<file path="config.mk">
export PLATFORM = sky130hd
export DESIGN_NAME = instruction_decode
export DESIGN_NICKNAME = d
export VERILOG_FILES = /design/src/hdl/rv_decode_pkg.sv /design/src/hdl/imm_gen.sv /design/src/hdl/instr_validate.sv /design/src/hdl/instruction_decode.sv /design/src/hdl/microcode_gen.sv /design/src/hdl/opcode_classify.sv
export VERILOG_INCLUDE_DIRS = /design/src /design/src/hdl
export SDC_FILE = /design/constraint.sdc
export NUM_CORES = 1
export LEC_CHECK = 0
export BUFFER_PORTS_ARGS = -buffer_cell sky130_fd_sc_hd__buf_2
export CORE_ASPECT_RATIO = 1.4
export CORE_MARGIN = 2
export CORE_UTILIZATION = 47
export CTS_BUF_LIST = sky130_fd_sc_hd__clkbuf_8
export DETAILED_ROUTE_END_ITERATION = 10
export PLACE_DENSITY = 0.78
export SYNTH_ARGS = -nofsm -noshare
export SYNTH_HDL_FRONTEND = slang
export SYNTH_SLANG_ARGS = --single-unit
</file>
<file path="constraint.sdc">
create_clock -name clk -period 0.8 [get_ports clk]
set_input_delay 0.16 -clock clk [delete_from_list [all_inputs] [get_ports clk]]
set_output_delay 0.16 -clock clk [all_outputs]
set_load 0.02 [all_outputs]
</file>
<file path="src/hdl/decode_settings.svh">
`ifndef DECODE_SETTINGS_SVH
`define DECODE_SETTINGS_SVH

// Datapath widths
`define INSTR_BITS        32
`define REG_ADDR_BITS     4   // RV32E style, 16 registers
`define REG_FIELD_BITS    5   // Encoded register field width
`define FUNCT3_BITS       3

// Instruction field positions
`define OPCODE_RANGE      6:0
`define RD_RANGE          11:7
`define FUNCT3_RANGE      14:12
`define RS1_RANGE         19:15
`define RS2_RANGE         24:20
`define FUNCT7_RANGE      31:25

// Major opcodes of the supported classes
`define OPC_LUI           7'b0110111
`define OPC_AUIPC         7'b0010111
`define OPC_JAL           7'b1101111
`define OPC_JALR          7'b1100111
`define OPC_BRANCH        7'b1100011
`define OPC_LOAD          7'b0000011
`define OPC_STORE         7'b0100011
`define OPC_OP_IMM        7'b0010011
`define OPC_OP            7'b0110011

`endif

</file>
<file path="src/hdl/rv_decode_pkg.sv">
`default_nettype none

`include "decode_settings.svh"

package rv_decode_pkg;

    typedef logic [`INSTR_BITS-1:0] instr_t;

    typedef enum logic [3:0] {
        CLASS_INVALID = 4'd0,
        CLASS_LUI     = 4'd1,
        CLASS_AUIPC   = 4'd2,
        CLASS_JAL     = 4'd3,
        CLASS_JALR    = 4'd4,
        CLASS_BRANCH  = 4'd5,
        CLASS_LOAD    = 4'd6,
        CLASS_STORE   = 4'd7,
        CLASS_OP_IMM  = 4'd8,
        CLASS_OP      = 4'd9
    } instr_class_t;

    // Read stage
    typedef struct packed {
        logic                      enable;
        logic [`REG_ADDR_BITS-1:0] rs1;
        logic [`REG_ADDR_BITS-1:0] rs2;
    } rd_rf_microcode_t;

    // Execute stage
    typedef struct packed {
        logic                    enable;
        logic                    is_beq_bne;
        logic                    is_bge_bgeu_bne;
        logic                    is_sltu_bltu;
        logic                    is_add_n;
        logic [1:0]              shifter_op;
        logic [`FUNCT3_BITS-1:0] output_sel;
    } alu_microcode_t;

    // Memory access stage
    typedef struct packed {
        logic                    enable;
        logic                    is_store;
        logic [`FUNCT3_BITS-1:0] funct3;
    } mem_microcode_t;

    // Write back stage
    typedef struct packed {
        logic                      enable;
        logic [`REG_ADDR_BITS-1:0] rd;
    } wb_rf_microcode_t;

    typedef enum logic [1:0] {
        WB_ALU = 2'd0,
        WB_IMM = 2'd1,
        WB_MEM = 2'd2,
        WB_NPC = 2'd3
    } wb_sel_t;

    typedef enum logic [1:0] {
        PC_NPC    = 2'd0,
        PC_JALR   = 2'd1,  // Target from rs1 + imm
        PC_REL    = 2'd2,
        PC_BRANCH = 2'd3   // Taken ? pc + imm : npc
    } pc_sel_t;

endpackage

`default_nettype wire

</file>
<file path="src/hdl/imm_gen.sv">
`timescale 1ns/1ns
`default_nettype none

`include "decode_settings.svh"

module imm_gen (
    input  logic                        clk,
    input  logic                        arst_n,
    input  logic                        hold,
    input  rv_decode_pkg::instr_t       instr,
    input  rv_decode_pkg::instr_class_t instr_class,
    output rv_decode_pkg::instr_t       imm
);

    import rv_decode_pkg::*;

    instr_t imm_next;

    always_comb begin
        case (instr_class)
            CLASS_LUI, CLASS_AUIPC: begin
                imm_next = {instr[31:12], 12'b0};  // U-type
            end
            CLASS_JAL: begin
                imm_next = {{12{instr[31]}}, instr[19:12], instr[20], instr[30:21], 1'b0};
            end
            CLASS_BRANCH: begin
                imm_next = {{20{instr[31]}}, instr[7], instr[30:25], instr[11:8], 1'b0};
            end
            CLASS_STORE: begin
                imm_next = {{20{instr[31]}}, instr[`FUNCT7_RANGE], instr[`RD_RANGE]};
            end
            default: begin
                // I-type, also used for invalid words
                imm_next = {{20{instr[31]}}, instr[31:20]};
            end
        endcase
    end

    always_ff @(posedge clk or negedge arst_n) begin
        if (!arst_n) begin
            imm <= '0;
        end else if (!hold) begin
            imm <= imm_next;
        end
    end

endmodule

`default_nettype wire

</file>
<file path="src/hdl/instr_validate.sv">
`timescale 1ns/1ns
`default_nettype none

`include "decode_settings.svh"

module instr_validate (
    input  logic                        clk,
    input  logic                        arst_n,
    input  logic                        hold,
    input  rv_decode_pkg::instr_t       instr,
    input  rv_decode_pkg::instr_class_t instr_class,
    output logic                        invalid_instr,
    output logic                        fault
);

    import rv_decode_pkg::*;

    logic [`FUNCT3_BITS-1:0]    funct3;
    logic [6:0]                 funct7;
    logic [`REG_FIELD_BITS-1:0] rs1;
    logic [`REG_FIELD_BITS-1:0] rs2;
    logic [`REG_FIELD_BITS-1:0] rd;
    logic                       bad_funct;
    logic                       uses_rs1;
    logic                       uses_rs2;
    logic                       uses_rd;
    logic                       bad_reg;

    assign funct3 = instr[`FUNCT3_RANGE];
    assign funct7 = instr[`FUNCT7_RANGE];
    assign rs1    = instr[`RS1_RANGE];
    assign rs2    = instr[`RS2_RANGE];
    assign rd     = instr[`RD_RANGE];

    always_comb begin
        bad_funct = 1'b0;
        case (instr_class)
            CLASS_INVALID: begin
                bad_funct = 1'b1;
            end
            CLASS_JALR: begin
                bad_funct = (funct3 != 3'b000);
            end
            CLASS_LOAD: begin
                bad_funct = (funct3 inside {3'b011, 3'b110, 3'b111});
            end
            CLASS_STORE: begin
                bad_funct = funct3[2] | (funct3 == 3'b011);
            end
            CLASS_BRANCH: begin
                bad_funct = (funct3 inside {3'b010, 3'b011});
            end
            CLASS_OP: begin
                // Alternate encoding only for SUB and SRA
                bad_funct = (funct7 != 7'b0000000) &&
                    !((funct7 == 7'b0100000) && (funct3 inside {3'b000, 3'b101}));
            end
            CLASS_OP_IMM: begin
                if (funct3 == 3'b001) begin
                    bad_funct = (funct7 != 7'b0000000);  // SLLI
                end else if (funct3 == 3'b101) begin
                    bad_funct = (funct7 != 7'b0000000) && (funct7 != 7'b0100000);
                end
            end
            default: begin
                bad_funct = 1'b0;
            end
        endcase
    end

    // Only x0..x15 exist
    assign uses_rs1 = !(instr_class inside {CLASS_LUI, CLASS_AUIPC, CLASS_JAL});
    assign uses_rs2 = instr_class inside {CLASS_OP, CLASS_STORE, CLASS_BRANCH};
    assign uses_rd  = !(instr_class inside {CLASS_STORE, CLASS_BRANCH});

    assign bad_reg = (uses_rs1 & rs1[`REG_ADDR_BITS]) |
                     (uses_rs2 & rs2[`REG_ADDR_BITS]) |
                     (uses_rd & rd[`REG_ADDR_BITS]);

    assign invalid_instr = bad_funct | bad_reg;

    always_ff @(posedge clk or negedge arst_n) begin
        if (!arst_n) begin
            fault <= 1'b0;
        end else if (!hold) begin
            fault <= invalid_instr;
        end
    end

endmodule

`default_nettype wire

</file>
<file path="src/hdl/instruction_decode.sv">
`timescale 1ns/1ns
`default_nettype none

module instruction_decode (
    input  logic                            clk,
    input  logic                            arst_n,
    input  logic                            hold,
    input  rv_decode_pkg::instr_t           instr,
    output rv_decode_pkg::instr_t           imm,
    output rv_decode_pkg::rd_rf_microcode_t rd_rf_microcode,
    output rv_decode_pkg::alu_microcode_t   alu_microcode,
    output rv_decode_pkg::mem_microcode_t   mem_microcode,
    output rv_decode_pkg::wb_rf_microcode_t wb_rf_microcode,
    output logic                            alu_a_sel,
    output logic                            alu_b_sel,
    output rv_decode_pkg::wb_sel_t          wb_sel,
    output rv_decode_pkg::pc_sel_t          pc_sel,
    output logic                            fault
);

    import rv_decode_pkg::*;

    instr_class_t instr_class;
    logic         invalid_instr;  // Unregistered, gates the enables

    opcode_classify u_opcode_classify (
        .instr       (instr),
        .instr_class (instr_class)
    );

    instr_validate u_instr_validate (
        .clk           (clk),
        .arst_n        (arst_n),
        .hold          (hold),
        .instr         (instr),
        .instr_class   (instr_class),
        .invalid_instr (invalid_instr),
        .fault         (fault)
    );

    imm_gen u_imm_gen (
        .clk         (clk),
        .arst_n      (arst_n),
        .hold        (hold),
        .instr       (instr),
        .instr_class (instr_class),
        .imm         (imm)
    );

    microcode_gen u_microcode_gen (
        .clk             (clk),
        .arst_n          (arst_n),
        .hold            (hold),
        .instr           (instr),
        .instr_class     (instr_class),
        .invalid_instr   (invalid_instr),
        .rd_rf_microcode (rd_rf_microcode),
        .alu_microcode   (alu_microcode),
        .mem_microcode   (mem_microcode),
        .wb_rf_microcode (wb_rf_microcode),
        .alu_a_sel       (alu_a_sel),
        .alu_b_sel       (alu_b_sel),
        .wb_sel          (wb_sel),
        .pc_sel          (pc_sel)
    );

endmodule

`default_nettype wire

</file>
<file path="src/hdl/microcode_gen.sv">
`timescale 1ns/1ns
`default_nettype none

`include "decode_settings.svh"

module microcode_gen (
    input  logic                            clk,
    input  logic                            arst_n,
    input  logic                            hold,
    input  rv_decode_pkg::instr_t           instr,
    input  rv_decode_pkg::instr_class_t     instr_class,
    input  logic                            invalid_instr,
    output rv_decode_pkg::rd_rf_microcode_t rd_rf_microcode,
    output rv_decode_pkg::alu_microcode_t   alu_microcode,
    output rv_decode_pkg::mem_microcode_t   mem_microcode,
    output rv_decode_pkg::wb_rf_microcode_t wb_rf_microcode,
    output logic                            alu_a_sel,
    output logic                            alu_b_sel,
    output rv_decode_pkg::wb_sel_t          wb_sel,
    output rv_decode_pkg::pc_sel_t          pc_sel
);

    import rv_decode_pkg::*;

    logic [`FUNCT3_BITS-1:0]    funct3;
    logic [6:0]                 funct7;
    logic [`REG_FIELD_BITS-1:0] rs1;
    logic [`REG_FIELD_BITS-1:0] rs2;
    logic [`REG_FIELD_BITS-1:0] rd;
    logic                       is_arith;
    logic                       is_branch;
    logic                       alt;
    rd_rf_microcode_t           rd_rf_next;
    alu_microcode_t             alu_next;
    mem_microcode_t             mem_next;
    wb_rf_microcode_t           wb_rf_next;
    wb_sel_t                    wb_sel_next;
    pc_sel_t                    pc_sel_next;

    assign funct3 = instr[`FUNCT3_RANGE];
    assign funct7 = instr[`FUNCT7_RANGE];
    assign rs1    = instr[`RS1_RANGE];
    assign rs2    = instr[`RS2_RANGE];
    assign rd     = instr[`RD_RANGE];

    assign is_arith  = instr_class inside {CLASS_OP_IMM, CLASS_OP};
    assign is_branch = (instr_class == CLASS_BRANCH);

    // SUB, SRA and SRAI
    assign alt = funct7[5] & (((instr_class == CLASS_OP) && (funct3 inside {3'b000, 3'b101})) ||
                              ((instr_class == CLASS_OP_IMM) && (funct3 == 3'b101)));

    always_comb begin
        rd_rf_next.enable = !invalid_instr &&
            !(instr_class inside {CLASS_LUI, CLASS_AUIPC, CLASS_JAL});
        rd_rf_next.rs1    = rs1[`REG_ADDR_BITS-1:0];
        rd_rf_next.rs2    = rs2[`REG_ADDR_BITS-1:0];

        alu_next.enable          = !invalid_instr && (is_arith || is_branch ||
            (instr_class inside {CLASS_LOAD, CLASS_STORE, CLASS_AUIPC, CLASS_JALR}));
        alu_next.output_sel      = is_arith ? funct3 : (is_branch ? 3'b010 : 3'b000);
        alu_next.shifter_op      = {funct3[2] & alt, funct3[2]};
        alu_next.is_add_n        = is_branch | alt | alu_next.output_sel[1] |
                                   alu_next.output_sel[0];
        alu_next.is_beq_bne      = is_branch & ~funct3[2];
        alu_next.is_bge_bgeu_bne = is_branch & funct3[0];
        alu_next.is_sltu_bltu    = is_branch ? funct3[1] : (funct3[1] & funct3[0]);

        mem_next.enable   = !invalid_instr && (instr_class inside {CLASS_LOAD, CLASS_STORE});
        mem_next.is_store = (instr_class == CLASS_STORE);
        mem_next.funct3   = funct3;  // Access size and sign

        wb_rf_next.enable = !invalid_instr && !(instr_class inside {CLASS_STORE, CLASS_BRANCH});
        wb_rf_next.rd     = rd[`REG_ADDR_BITS-1:0];

        case (instr_class)
            CLASS_LUI:             wb_sel_next = WB_IMM;
            CLASS_LOAD:            wb_sel_next = WB_MEM;
            CLASS_JAL, CLASS_JALR: wb_sel_next = WB_NPC;  // Link address
            default:               wb_sel_next = WB_ALU;
        endcase

        case (instr_class)
            CLASS_JALR:   pc_sel_next = PC_JALR;
            CLASS_JAL:    pc_sel_next = PC_REL;
            CLASS_BRANCH: pc_sel_next = PC_BRANCH;
            default:      pc_sel_next = PC_NPC;
        endcase
    end

    always_ff @(posedge clk or negedge arst_n) begin
        if (!arst_n) begin
            rd_rf_microcode <= '0;
            alu_microcode   <= '0;
            mem_microcode   <= '0;
            wb_rf_microcode <= '0;
            alu_a_sel       <= 1'b0;
            alu_b_sel       <= 1'b0;
            wb_sel          <= WB_ALU;
            pc_sel          <= PC_NPC;
        end else if (!hold) begin
            rd_rf_microcode <= rd_rf_next;
            alu_microcode   <= alu_next;
            mem_microcode   <= mem_next;
            wb_rf_microcode <= wb_rf_next;
            alu_a_sel       <= (instr_class == CLASS_AUIPC);  // PC as operand A
            alu_b_sel       <= !(is_branch || (instr_class == CLASS_OP));
            wb_sel          <= wb_sel_next;
            pc_sel          <= pc_sel_next;
        end
    end

    // Memory stage needs the ALU address
    mem_needs_alu_a: assert property (
        @(posedge clk) disable iff (!arst_n)
        !hold |=> (!mem_microcode.enable || alu_microcode.enable)
    ) else $error("memory enable without ALU enable");

endmodule

`default_nettype wire

</file>
<file path="src/hdl/opcode_classify.sv">
`timescale 1ns/1ns
`default_nettype none

`include "decode_settings.svh"

module opcode_classify (
    input  rv_decode_pkg::instr_t       instr,
    output rv_decode_pkg::instr_class_t instr_class
);

    import rv_decode_pkg::*;

    logic [6:0] opcode;

    assign opcode = instr[`OPCODE_RANGE];

    // SYSTEM and FENCE fall through to invalid
    always_comb begin
        case (opcode)
            `OPC_LUI: begin
                instr_class = CLASS_LUI;
            end
            `OPC_AUIPC: begin
                instr_class = CLASS_AUIPC;
            end
            `OPC_JAL: begin
                instr_class = CLASS_JAL;
            end
            `OPC_JALR: begin
                instr_class = CLASS_JALR;
            end
            `OPC_BRANCH: begin
                instr_class = CLASS_BRANCH;
            end
            `OPC_LOAD: begin
                instr_class = CLASS_LOAD;
            end
            `OPC_STORE: begin
                instr_class = CLASS_STORE;
            end
            `OPC_OP_IMM: begin
                instr_class = CLASS_OP_IMM;
            end
            `OPC_OP: begin
                instr_class = CLASS_OP;
            end
            default: begin
                instr_class = CLASS_INVALID;  // Also catches bits 1:0 != 11
            end
        endcase
    end

    // An X opcode would land in the default arm and pass as a plain invalid class
    opcode_known_a: assert final (!$isunknown(opcode))
        else $error("opcode is unknown");

endmodule

`default_nettype wire

</file>
# Yosys cells after proc, flatten, opt, wreduce, memory -nomap -nowiden
# Index checks and enable logic that the tools add are counted.
[word_totals] regBits=68 latch_bits=0 ram_bits=0 rom_bits=0 input_bits=35 output_inout_bits=68 wordCells=106 mem_count=0
[op_classes] add_sub_neg=0 multipliers=0 div=0 order_cmp=0 eq_ne=26 shifts=0 n_mux=10 bitwise=16 reduce_logical=33
[ops] op="31-bit one-hot mux with 4 select lines" count=1
[ops] op="4-bit one-hot mux with 9 select lines" count=1
[ops] op="7-bit by 6-bit == test with 1-bit output (second input constant)" count=4
[ops] op="7-bit == test (second input constant)" count=3
[ops] op="4-bit by 3-bit == test with 1-bit output (second input constant)" count=4
[ops] op="7-bit by 5-bit == test with 1-bit output (second input constant)" count=2
[ops] op="2-bit one-hot mux with 3 select lines" count=2
[ops] op="3-bit nonzero test" count=4
[ops] op="2-bit nonzero test" count=5
[ops] op="3-bit == test (second input constant)" count=3
[ops] op="1-bit logical AND" count=9
[ops] op="1-bit bitwise AND" count=8
[ops] op="4-bit by 2-bit == test with 1-bit output (second input constant)" count=2
[ops] op="4-bit == test (second input constant)" count=2
[ops] op="7-bit by 2-bit == test with 1-bit output (second input constant)" count=1
[ops] op="7-bit by 6-bit inequality test with 1-bit output (second input constant)" count=1
[ops] op="1-bit bitwise OR" count=7
[ops] op="1-bit one-hot mux with 7 select lines" count=1
[ops] op="7-bit nonzero test" count=1
[ops] op="3-bit by 2-bit == test with 1-bit output (second input constant)" count=2
[ops] op="1-bit zero test" count=5
[ops] op="4-bit by 1-bit == test with 1-bit output (second input constant)" count=1
[ops] op="4-bit zero test" count=1
[ops] op="1-bit logical OR" count=4
[ops] op="other kinds (8)" count=11

# Logic depth before layout (Yosys ltp)
# Gate-level depths: netlist of run 1.
[depth] depth_word=11 depth_mapped=7 ltp_nobuf=5

# Cells and area by module
# From an unflattened synthesis of run 1, not the netlist that was laid out.
[hier_totals] cells_unflattened=288 hier_area_um2=3243.1
[by_module_without_submodules] module="microcode_gen" instances=1 cells_each=119 area_per_inst_um2=1485.2 seq_area_each_um2=850.8
[by_module_without_submodules] module="imm_gen" instances=1 cells_each=127 area_per_inst_um2=1458.9 seq_area_each_um2=800.8
[by_module_without_submodules] module="instr_validate" instances=1 cells_each=27 area_per_inst_um2=196.4 seq_area_each_um2=25.0
[by_module_without_submodules] module="opcode_classify" instances=1 cells_each=15 area_per_inst_um2=102.6 seq_area_each_um2=0.0

# Worst setup path after synthesis of run 1
# OpenSTA, ideal clock, no wires.
[synth_timing] path_kind="input-to-reg" start="input port instr[4]" end="register u_microcode_gen.alu_microcode[5] (netlist name)" setup_time_ns=0.125 arrival_time_ns=1.291 required_time_ns=0.675 setup_slack_ns=-0.616 stages=6 n_path_buf=1 cell_sequence="buf_4 > and2b_4 > o211ai_2 > o21ai_0 > a311o_1 > mux2_2"
[synth_via] elab_chain_cells=9 elab_cells_between_ends=23 classes_between="eq/ne: 12; mux: 3; bitwise: 4; reduce/logical: 4"
[synth_lines] item="from (decl)" line="instruction_decode.sv:8" rtl="input rv_decode_pkg::instr_t instr,"
[synth_lines] item="7-bit by 6-bit == test with 1-bit output, or another cell as far along" line="opcode_classify.sv:19" rtl="case (opcode)"
[synth_lines] item="4-bit one-hot mux with 9 select lines *" line="opcode_classify.sv:19"
[synth_lines] item="4-bit == test, on equally long branches" line="microcode_gen.sv:46, microcode_gen.sv:50, microcode_gen.sv:51"
[synth_lines] item="1-bit logical AND, on equally long branches" line="microcode_gen.sv:50, microcode_gen.sv:51"
[synth_lines] item="1-bit logical OR" line="microcode_gen.sv:50" rtl="assign alt = funct7[5] & (((instr_class == CLASS_OP) && (funct3 inside {3'b000, 3'b101})) ||"
[synth_lines] item="1-bit bitwise AND" line="microcode_gen.sv:50"
[synth_lines] item="1-bit bitwise OR (2 in series)" line="microcode_gen.sv:63" rtl="alu_next.is_add_n = is_branch | alt | alu_next.output_sel[1] |"
[synth_lines] item="1-bit bitwise OR *" line="microcode_gen.sv:63"
# Every way passes the cells marked *; elsewhere a longest branch is shown, timed or not.
# A chain may end at the register's enable or synchronous reset.

# Worst setup path after layout of run 1
[layout_timing] start="input port instr[2]" end="register u_microcode_gen.mem_microcode[4] (netlist name)"
[layout_via] elab_chain_cells=11 elab_cells_between_ends=35 classes_between="eq/ne: 18; mux: 2; bitwise: 6; reduce/logical: 9"
[layout_lines] item="7-bit by 6-bit == test with 1-bit output, or another cell as far along" line="opcode_classify.sv:19"
[layout_lines] item="4-bit one-hot mux with 9 select lines *" line="opcode_classify.sv:19"
[layout_lines] item="4-bit by 1-bit == test with 1-bit output / 4-bit by 2-bit == test with 1-bit output (equally long branches)" line="instr_validate.sv:72" rtl="assign uses_rs1 = !(instr_class inside {CLASS_LUI, CLASS_AUIPC, CLASS_JAL});"
[layout_lines] item="3-bit nonzero test" line="instr_validate.sv:72"
[layout_lines] item="1-bit zero test" line="instr_validate.sv:72"
[layout_lines] item="1-bit bitwise AND" line="instr_validate.sv:76" rtl="assign bad_reg = (uses_rs1 & rs1[`REG_ADDR_BITS]) |"
[layout_lines] item="1-bit bitwise OR (2 in series)" line="instr_validate.sv:76"
[layout_lines] item="1-bit bitwise OR" line="instr_validate.sv:80" rtl="assign invalid_instr = bad_funct | bad_reg;"
[layout_lines] item="1-bit zero test" line="microcode_gen.sv:69" rtl="mem_next.enable = !invalid_instr && (instr_class inside {CLASS_LOAD, CLASS_STORE});"
[layout_lines] item="1-bit logical AND *" line="microcode_gen.sv:69"
# Marked as above.

==> results of run 1 <==
-- metal layers --
metal  GRT usage [%]  part of all wire, %
met5               0                    0
met3            7.26                   10
met1            39.3                   33
met4            21.1                  8.8
met2            63.9                   48
-- registers in the layout, summed over array words and instances (netlist names) --
name and count:
u_microcode_gen.wb_rf_microcode 5, u_imm_gen.imm 32, u_microcode_gen.rd_rf_microcode 9, u_microcode_gen.alu_b_sel 1
u_microcode_gen.mem_microcode 4, u_instr_validate.fault 1, u_microcode_gen.wb_sel 2, u_microcode_gen.alu_microcode 10
u_microcode_gen.alu_a_sel 1, u_microcode_gen.pc_sel 2
-- final timing paths --
path | slack [ps] | to | startpoint
max | -680 | u_microcode_gen.mem_microcode[4] | instr[2]
min | 60 | u_microcode_gen.wb_rf_microcode[2] | instr[9]
max reg2reg | -260 | u_instr_validate.fault | u_instr_validate.fault
min reg2reg | 520 | u_microcode_gen.alu_microcode[2] | u_microcode_gen.alu_microcode[2]
max in group asynchronous | 110 | u_microcode_gen.wb_rf_microcode[3] | arst_n
min in group asynchronous | 340 | u_imm_gen.imm[18] | arst_n
-- area by class of cell --
cell class                 instances  area [um^2]
tap                               74         92.6
inverter                           8         30.0
clock inverter                     4         18.8
sequential                        67         1700
fill                             156          383
multi-input combinational        220         1940
timing repair buffer             240         2240
clock buffer                      12          165
-- report_power, final --
part           leakage (nW)  switching [mW]  internal [mW]
clock network         0.102            1.56           1.35
logic                  2.01            1.44           1.47
registers             0.814           0.270           3.65
-- critical path, stage by stage --
cell      delay (ps)
buf_8            100
and4bb_1         340
and3_4           250
mux2i_2          250
o211ai_2         220
buf_4            200
o31ai_2          220
-- cell families (layout without fill, tap and decap cells) --
| group | count (synthesis) | in the layout | synth area share (%) |
|---|---|---|---|
| flip-flops | 67 | 67 | 52.8 |
| AND/OR/NAND/NOR | 105 | 107 | 17.0 |
| buffers and inverters | 31 | 264 | 4.45 |
| multiplexers | 19 | 19 | 6.61 |
| AO/OA/AOI/OAI | 93 | 93 | 18.9 |
| XOR/XNOR | 1 | 1 | 0.276 |
-- repair_timing --
action	CTS	global route
pin swaps	28	26
gates resized for setup	234	57
hold endpoints to repair	67	0
hold buffers	1	0
setup endpoints to repair	117	131
cloned	2	0
setup buffers	45	34
-- cells in the mapped netlist (4+ instances only) --
cell / number / area share (%)
a221o_1: 4 / 1.3
a221oi_1: 4 / 1.1
inv_1: 8 / 0.94
nand2_1: 56 / 6.6
nand2b_1: 4 / 0.79
buf_2: 5 / 0.79
o21ai_0: 39 / 6.1
a21oi_1: 24 / 3.8
nor2_1: 9 / 1.1
dfrtp_1: 67 / 53
mux2_2: 16 / 5.7
nand3_1: 6 / 0.94
clkbuf_1: 14 / 1.7
o31ai_1: 5 / 1.2
==> results by group, run 1 <==
Detailed routing
  – Detailed Route Iter0 Violations: 547
  – Residual DRC: 0
  – TritonRoute pass-1 iters: 6
  – DR vias/cell: 6.65
  – Final ANT Viol Nets: 0
  – Vias: 4159
  – Final wirelength: approximately 18000 um
  – DR WL/cell: 28.1 um

Cells and area
  – Ant diodes: 0
  – Most common cell after layout, fill and taps aside: buf_6
  – Layout Cells excl Fill: between 600 and 700
  – Commonest cells after routing, fill and taps aside: buf_6 (100), buf_4 (97), dfrtp_1 (52)
  – Share of cells above drive strength 1: 69.1%
  – Final Cell Area: 6190 um^2
  – Fin nets: 581
  – Area Overhead vs Synth: 94.6%
  – Final core occ: about 94%

STA
  – F_max: around 680 MHz
  – Worst-margin pin slew: 386 ps
  – Slew Limit Headroom: between 70 and 80%
  – Clock period minus worst slack: 1480 ps
  – Fin Clk Skew: 0 ps
  – Unrepaired setup endpoints after global routing: true
  – Final hold vios: 0
  – Worst hold slack: 59.4 ps
  – Crit share post-route: 185%
  – Slew Viols, Final: 0
  – # setup viols final: 132
  – Setup tns final: -40390 ps
  – Post-route setup slack: -681 ps

Worst setup path
  – Crit. End Element: flop
  – CP startpoint kind: input port
  – Largest fanout on the critical path: 5
  – CP required: 1060 ps
  – Crit Path Category: in2reg
  – Crit path arrival time: 1740 ps
  – R2R cell count: 3

Run
  – Number of max-cap violations: 0

Status
  – Status: finished, violations left
  – Failing checks: negative setup slack

Global routing
  – Total track usage: 36.2%
  – First-pass GRT wire length: ~20000 um
  – Remaining Overflow, GRT: 0
  – Largest net degree at the start of global routing: 68
  – Vias in the first global route: 3700
  – Initial antenna violation count: 0

Placement
  – Placement Cell Area: 4410 um^2
  – Placed Cells: approximately 530
  – RD Place Congestion: 0.796
  – Buffers added on ports: 102
  – Final HPWL DP: between 6000 and 7000 um
  – Dpl ws: -871 ps

Clocking
  – TritonCTS clock tree: built
  – Clk Tree Root Cell: clkbuf_8
  – Worst-path clk slew: 100 ps
  – CTS Buf Count: 9
  – Clock Tree Buf Depth: 2
  – Clock insertion delay at the later pin of the skew report: 350 ps
  – Clock sinks: 67
  – CTS H-tree lvls: 3

Power
  – Final total power: roughly 9.7 mW
  – P per Cell Area: 1580 nW/um^2
  – VDD IR max: roughly 0.0011 V
  – Leak Pwr: 2.93 nW

Synthesis
  – Ys flop type: dfrtp_1
  – Syn_area_per_cell: 10.1 um^2
  – Synth Register Bits: 67
  – Synth cell types: 54
  – Syn Nets: 351
  – Synth Warn #: 0
  – Synth async-reset ratio: between 90% and 100%
  – Syn Std Cell Area: 3180 um^2
  – Cells after Synth: 316
  – Register area share after synthesis: between 50% and 60%
  – Post-synth EDFFs: 0

Floorplanning
  – Die height: 101 um
  – Total core area: about 6600 um^2
  – Cell Rows: 35
  – Die X: about 73 um
  – Die ar.: 7440 um^2
  – IO Pins: 103
  – Initial core utilization: 48.4%

Hold path
  – HP Class: in2reg
  – WHS Path Cells: 2
Note: power is estimated with default switching activity, not from simulation.
==> inputs of run 2 (changes only) <==
--- a/config.mk
+++ b/config.mk
@@ -12,7 +12,8 @@
 export CORE_UTILIZATION = 47
 export CTS_BUF_LIST = sky130_fd_sc_hd__clkbuf_8
 export DETAILED_ROUTE_END_ITERATION = 10
-export PLACE_DENSITY = 0.78
+export PLACE_DENSITY = 0.9
+export SETUP_SLACK_MARGIN = 0.02
 export SYNTH_ARGS = -nofsm -noshare
 export SYNTH_HDL_FRONTEND = slang
 export SYNTH_SLANG_ARGS = --single-unit
==> run 2 against run 1 <==
Compared with the run above: via count is 4.2% lower; critical path depth stayed put; the flow still finishes with violations (negative setup slack); non-clock buffer count is 9 lower; critical path type unchanged; maximum frequency is 4.0% higher; clock skew stayed put; critical endpoint is now u_imm_gen.imm[3]; power is 1.6% lower; sequential cell count stayed put; global-route usage is 1.7 points lower; cell area is 4.7% lower; count of clock-buffer cells in the layout is 2 lower.
==> results by group, run 2 (synthesized netlist as in run 1, its figures left out) <==
Placement
  – Final HPWL DP: 7180 um
  – Placed Cells: 536
  – RD Place Congestion: 1.05
  – Buffers added on ports: 102

Cells and area
  – Top flop regs: u_imm_gen.imm x32, u_microcode_gen.alu_microcode x10, u_microcode_gen.rd_rf_microcode x9
  – Fin nets: 572
  – Ant diodes: 0
  – Commonest cells after routing, fill and taps aside: buf_4 (103), buf_6 (91), dfrtp_1 (51)
  – Share of cells above drive strength 1: around two thirds
  – Area Overhead vs Synth: 85.5%
  – Most common cell after layout, fill and taps aside: buf_4
  – Layout Cells excl Fill: around 620
  – Fillers: 235
  – Largest reg by FF count: u_imm_gen.imm
  – Reg area: 1700 um^2
  – Largest register FFs: 32
  – Area occupied by multi-input gates: 1800 um^2

Floorplanning
  – Die X: 73.5 um
  – Die height: 101 um
  – Cell Rows: 35
  – Total core area: 6570 um^2
  – Die ar.: 7440 um^2
  – Initial core utilization: 48.4%
  – IO Pins: 103

Power
  – P_sw: 3.08 mW
  – Leak Pwr: 2.82 nW
  – Comb pwr share: between 20% and 30%
  – Pint: 6.51 mW
  – Sw Ratio: about a third
  – Clock network power share: 30.5%
  – VDD IR max: about 0.0017 V
  – P per Cell Area: 1630 nW/um^2
  – Flop pwr share: between 40% and 50%
  – Final total power: 9.58 mW

Global routing
  – Total track usage: 34.6%
  – First-pass GRT wire length: 19100 um
  – Remaining Overflow, GRT: 0
  – Initial antenna violation count: 0
  – Met1 Usage GRT: between 30% and 40%
  – Vias in the first global route: 3567
  – GR Util met3: approximately 6.4%
  – Largest net degree at the start of global routing: 47
  – Grt peak-use layer: met2
  – Met2 GRT Util: 60.4%

Worst setup path
  – WP depth: 7
  – Worst R2R Setup Slack: -270 ps
  – Reg2reg end: u_imm_gen.imm[16]
  – Worst Setup SP: instr[3]
  – Crit path cell chain: buf_8 > or3b_4 > a21boi_4 > buf_4 > o21bai_2 > a221oi_1 > a21oi_1
  – Setup crit end: u_imm_gen.imm[3]
  – Worst r2r src: u_imm_gen.imm[16]
  – Max incr delay on CP: 410 ps
  – Crit path arrival time: 1650 ps
  – Slowest CP cell: or3b_4
  – Crit Path Category: in2reg
  – CP required: between 1000 and 1500 ps
  – Crit path buf inv count: 2
  – Largest fanout on the critical path: 5
  – Critical path's top delay family: compound AO/OA/AOI/OAI gates
  – CP startpoint kind: input port
  – R2R cell count: 4
  – Crit. End Element: flop

Clocking
  – CTS Buf Count: 9
  – Worst-path clk slew: 80 ps
  – Clk Tree Root Cell: clkbuf_8
  – CTS H-tree lvls: 3
  – Clock Tree Buf Depth: 2
  – Clock insertion delay at the later pin of the skew report: 360 ps
  – Clock sinks: 67
  – TritonCTS clock tree: built

Detailed routing
  – Residual DRC: 0
  – DR WL/cell: 26.4 um
  – DR vias/cell: 6.47
  – TritonRoute pass-1 iters: 5
  – Final ANT Viol Nets: 0
  – Final wirelength: 16300 um
  – Detailed Route Iter0 Violations: about 520
  – Vias: 3985

STA
  – Worst-margin pin slew: 471 ps
  – F_max: 702 MHz
  – Clock period minus worst slack: 1420 ps
  – # setup viols final: 127
  – Crit share post-route: 178%
  – Post-route setup slack: -625 ps
  – Unrepaired setup endpoints after global routing: true
  – Final hold vios: 0
  – Setup tns final: -38490 ps
  – Fin Clk Skew: 0 ps
  – Slew Limit Headroom: 68.3%
  – Slew Viols, Final: 0

Status
  – Failing checks: negative setup slack
  – Status: finished, violations left

Run
  – Number of max-cap violations: 0

Hold path
  – HP Class: in2reg
-- run 2: cell types whose count changed in the layout (fill, tap and decap cells not counted), sizes merged --
cell and delta:
clkinv +2, clkinvlp -1, clkbuf -2, bufinv +1, buf -9
-- run 2: routing by layer --
| layer | up-vias | share of wire, % |
|---|---|---|
| met4 | 0 | 9.2 |
| met3 | 133 | 9.0 |
| met5 | - | 0 |
| met2 | 372 | 49 |
| li1 | 1571 | - |
| met1 | 1909 | 33 |
-- run 2: power groups by stage --
| stage | registers [mW] | clock network [mW] | logic [mW] |
|---|---|---|---|
| 2_1_floorplan | 4.15 | 0 | 0.666 |
| 3_3_place_gp | 3.83 | 0 | 1.69 |
| 3_5_place_dp | 3.84 | 0 | 1.75 |
| 4_1_cts | 3.84 | 2.76 | 2.32 |
| 5_1_grt | 3.90 | 3.09 | 2.85 |
| 6_report | 3.89 | 2.92 | 2.76 |
-- run 2: what timing repair did --
item / CTS / global route
hold buffers: 1 / 0
pin swaps: 9 / 14
endpoints found under the hold margin: 67 / 0
resized for setup: 184 / 50
endpoints found under the setup margin: 120 / 133
buffers inserted: 31 / 35
cloned: 2 / 0
-- run 2: area by class of cell --
| type | count | area share, % |
|---|---|---|
| Tap cell | 74 | 1.57 |
| Clock buffer | 10 | 2.33 |
| Timing Repair Buffer | 231 | 35.3 |
| Clock inverter | 6 | 0.870 |
| Inverter | 8 | 0.509 |
| Multi-Input combinational cell | 220 | 30.6 |
| Sequential cell | 67 | 28.8 |
-- run 2: metrics by stage --
| step | utilization (%) | worst slack (ps) | hold slack (ps) | cell area (um^2) |
|---|---|---|---|---|
| floorplan | - | -607 | -136 | 3470 |
| global placement | 67.1 | -767 | 2.94 | 4410 |
| detailed placement | 67.1 | -836 | 9.71 | 4410 |
| CTS | 83.2 | -437 | 56.3 | 5470 |
| global route | 89.7 | -660 | 51.1 | 5890 |
| finish | 89.7 | -625 | 67.3 | 5890 |
-- run 2: worst min path at each step --
stage	from	endpoint	slack [ps]	cells past startpoint
floorplan	arst_n	u_imm_gen.imm[0]	-140	0
global placement	arst_n	u_microcode_gen.alu_microcode[0]	3	1
detailed placement	arst_n	u_microcode_gen.alu_microcode[6]	10	1
CTS	instr[10]	u_microcode_gen.wb_rf_microcode[3]	60	2
global route	instr[16]	u_microcode_gen.rd_rf_microcode[5]	50	2
finish	instr[16]	u_microcode_gen.rd_rf_microcode[5]	70	2
==> inputs of run 3 (changes only) <==
--- a/config.mk
+++ b/config.mk
@@ -6,13 +6,15 @@
 export SDC_FILE = /design/constraint.sdc
 export NUM_CORES = 1
 export LEC_CHECK = 0
+export ABC_AREA = 1
 export BUFFER_PORTS_ARGS = -buffer_cell sky130_fd_sc_hd__buf_2
 export CORE_ASPECT_RATIO = 1.4
 export CORE_MARGIN = 2
-export CORE_UTILIZATION = 47
+export CORE_UTILIZATION = 48
 export CTS_BUF_LIST = sky130_fd_sc_hd__clkbuf_8
 export DETAILED_ROUTE_END_ITERATION = 10
-export PLACE_DENSITY = 0.9
+export GPL_TIMING_DRIVEN = 0
+export PLACE_DENSITY = 0.91
 export SETUP_SLACK_MARGIN = 0.02
 export SYNTH_ARGS = -nofsm -noshare
 export SYNTH_HDL_FRONTEND = slang
==> run 3 against run 2 <==
Compared with the run above: the run ends with negative hold slack, negative setup slack left; die area is 0.33% lower; via count is 17% higher; power is 4.5% higher; clock skew stayed put; critical endpoint is now u_imm_gen.imm[25].
==> results by group, run 3 <==
STA
  – Crit share post-route: 216%
  – F_max: between 500 and 600 MHz
  – Final hold vios: 67
  – # setup viols final: 123
  – Slew Viols, Final: 0
  – Unrepaired setup endpoints after global routing: true
  – Worst hold slack: -133 ps
  – Slew Limit Headroom: 42.3%
  – Worst-margin pin slew: 866 ps
  – Clock period minus worst slack: ~1700 ps
  – Fin Clk Skew: 0 ps
  – Post-route setup slack: -928 ps

Worst setup path
  – Crit. End Element: flop
  – CP required: 1030 ps
  – Worst R2R Setup Slack: -390 ps
  – R2R cell count: 4
  – Crit Path Category: in2reg
  – CP startpoint kind: input port
  – Crit path arrival time: 1960 ps
  – Largest fanout on the critical path: 6

Cells and area
  – Fin nets: approximately 630
  – Share of cells above drive strength 1: 58.0%
  – Layout Cells excl Fill: 677
  – Area Overhead vs Synth: 88.7%
  – Largest register FFs: 32
  – Most common cell after layout, fill and taps aside: buf_6
  – Largest reg by FF count: u_imm_gen.imm
  – Final Cell Area: just over 6000 um^2
  – Final core occ: around 93%
  – Top flop regs: u_imm_gen.imm x32, u_microcode_gen.alu_microcode x10, u_microcode_gen.rd_rf_microcode x9
  – Commonest cells after routing, fill and taps aside: buf_6 (109), nand2_1 (87), dfrtp_1 (66)

Clocking
  – Clock insertion delay at the later pin of the skew report: 380 ps
  – Clock sinks: 67
  – CTS Buf Count: 9
  – TritonCTS clock tree: built
  – Clk Tree Root Cell: clkbuf_8
  – Clock Tree Buf Depth: 2
  – Worst-path clk slew: 90 ps
  – CTS H-tree lvls: 3

Synthesis
  – Synth area leader: dfrtp_1
  – Synth Register Bits: 67
  – Syn Nets: 428
  – Synth area leaders: dfrtp_1 (52%), nand2_1 (14%), nor2_1 (6.7%)
  – Syn Std Cell Area: between 3000 and 4000 um^2
  – Synth cell types: 34
  – Most frequent cell after synthesis: nand2_1
  – Post-synth EDFFs: 0
  – Cells after Synth: between 300 and 400
  – Synth Warn #: 0
  – Ys flop type: dfrtp_1
  – Synth async-reset ratio: 100%
  – Yosys top cell area share: approximately 52%
  – Synth cell count leaders: nand2_1 (121), dfrtp_1 (67), nor2_1 (58)
  – Register area share after synthesis: about half
  – Syn_area_per_cell: approximately 8.2 um^2

Detailed routing
  – DR vias/cell: about 7
  – Detailed Route Iter0 Violations: 735
  – Residual DRC: 0
  – DR WL/cell: 29.1 um
  – Final ANT Viol Nets: 0
  – TritonRoute pass-1 iters: 8
  – Final wirelength: just under 20000 um
  – Vias: 4659

Placement
  – Buffers added on ports: 102
  – Dpl ws: -798 ps
  – Placement Cell Area: 3950 um^2
  – RD Place Congestion: 0.931
  – Final HPWL DP: approximately 7000 um
  – Placed Cells: 569

Status
  – Status: finished, violations left
  – Failing checks: negative hold slack, negative setup slack

Power
  – VDD IR max: 0.00202 V
  – P_sw: roughly 3.4 mW
  – Flop pwr share: about two fifths
  – Sw Ratio: 33.5%
  – Comb pwr share: 26.8%
  – Leak Pwr: between 3 and 4 nW
  – Final total power: approximately 10 mW
  – Clock network power share: 34.3%
  – Pint: 6.66 mW
  – P per Cell Area: 1640 nW/um^2

Floorplanning
  – Initial core utilization: 49.2%
  – Die X: between 70 and 80 um
  – Die ar.: 7420 um^2
  – Die height: 101 um
  – Cell Rows: 35
  – Total core area: 6570 um^2
  – IO Pins: 103

Global routing
  – First-pass GRT wire length: between 20000 and 25000 um
  – Largest net degree at the start of global routing: 68
  – Vias in the first global route: 4204
  – Total track usage: 41.0%
  – Initial antenna violation count: 1
  – Remaining Overflow, GRT: 0

Hold path
  – HP Class: in2async

Run
  – Number of max-cap violations: 0
[run 3: cell types whose count changed in the layout (fill, tap and decap cells not counted), moves of 11 or more]
cell | before | now
buf_4 | 103 | 56
buf_6 | 91 | 109
dfrtp_1 | 51 | 66
dfrtp_2 | 16 | 1
mux2_4 | 16 | 0
nand2_1 | 45 | 87
nand2_2 | 4 | 24
nor2_1 | 7 | 38
nor2_4 | 2 | 18
o211ai_1 | 0 | 11
o21ai_1 | 23 | 3
[run 3: cell type report]
type | instances | area [um^2]
well taps | 74 | 92.6
inverters | 27 | 149
flip-flops and latches | 67 | 1680
fillers | 179 | 464
plain buffers | 14 | 109
repair buffers | 193 | 1870
clock buffers | 10 | 138
clock inverters | 6 | 88.8
diodes | 1 | 2.50
multi-input cells | 285 | 1980
[run 3: final timing paths]
| check | end | start |
|---|---|---|
| max in group asynchronous | u_microcode_gen.alu_microcode[3] | arst_n |
| min in group clk | u_microcode_gen.rd_rf_microcode[4] | instr[15] |
| min reg2reg | u_instr_validate.fault | u_instr_validate.fault |
| max | u_imm_gen.imm[25] | instr[3] |
| max reg2reg | u_imm_gen.imm[12] | u_imm_gen.imm[12] |
| min | u_microcode_gen.pc_sel[1] | arst_n |
[run 3: cell families after synthesis]
family,count (synthesis),synth area share [%]
AO/OA/AOI/OAI,55,11.0
buffers and inverters,42,5.22
flip-flops,67,51.8
AND/OR/NAND/NOR,229,32.0
[run 3: routing by layer]
metal / routed length, um / GRT usage, %
met3: 2960 / 12.1
met4: 2420 / 29.7
met5: 0 / 0
met2: 8300 / 64.7
met1: 6010 / 46.7
[run 3: power groups by stage]
| stage | clock network [mW] | logic, mW | registers [mW] |
|---|---|---|---|
| 4_1_cts | 3.19 | 2.07 | 3.83 |
| 6_report | 3.44 | 2.68 | 3.90 |
| 2_1_floorplan | 0 | 0.497 | 4.14 |
| 3_3_place_gp | 0 | 1.39 | 3.83 |
| 5_1_grt | 3.52 | 2.76 | 3.90 |
| 3_5_place_dp | 0 | 1.43 | 3.84 |
[run 3: critical path, cell delays in order]
cell	delay, ps
buf_12	120
inv_12	50
nand2_4	40
nor2_4	210
nand2_4	120
nand3_4	200
nand3_4	170
buf_6	180
o211ai_1	180
nor2_1	110
nor2_1	410
[run 3: timing repair]
action / 4_1_cts / 5_1_grt
pin swaps: 49 / 43
endpoints found under the setup margin: 116 / 135
setup buffers: 49 / 48
gates cloned: 3 / 0
hold endpoints to repair: 67 / 29
resized for setup: 257 / 108
[run 3: per-stage QoR]
step | TNS [ps] | hold WS [ps]
CTS | -25860 | -58.1
floorplan | -12320 | -136
global placement | -78530 | 373
global route | -43050 | -45.7
detailed placement | -40260 | 315
finish | -41190 | -133
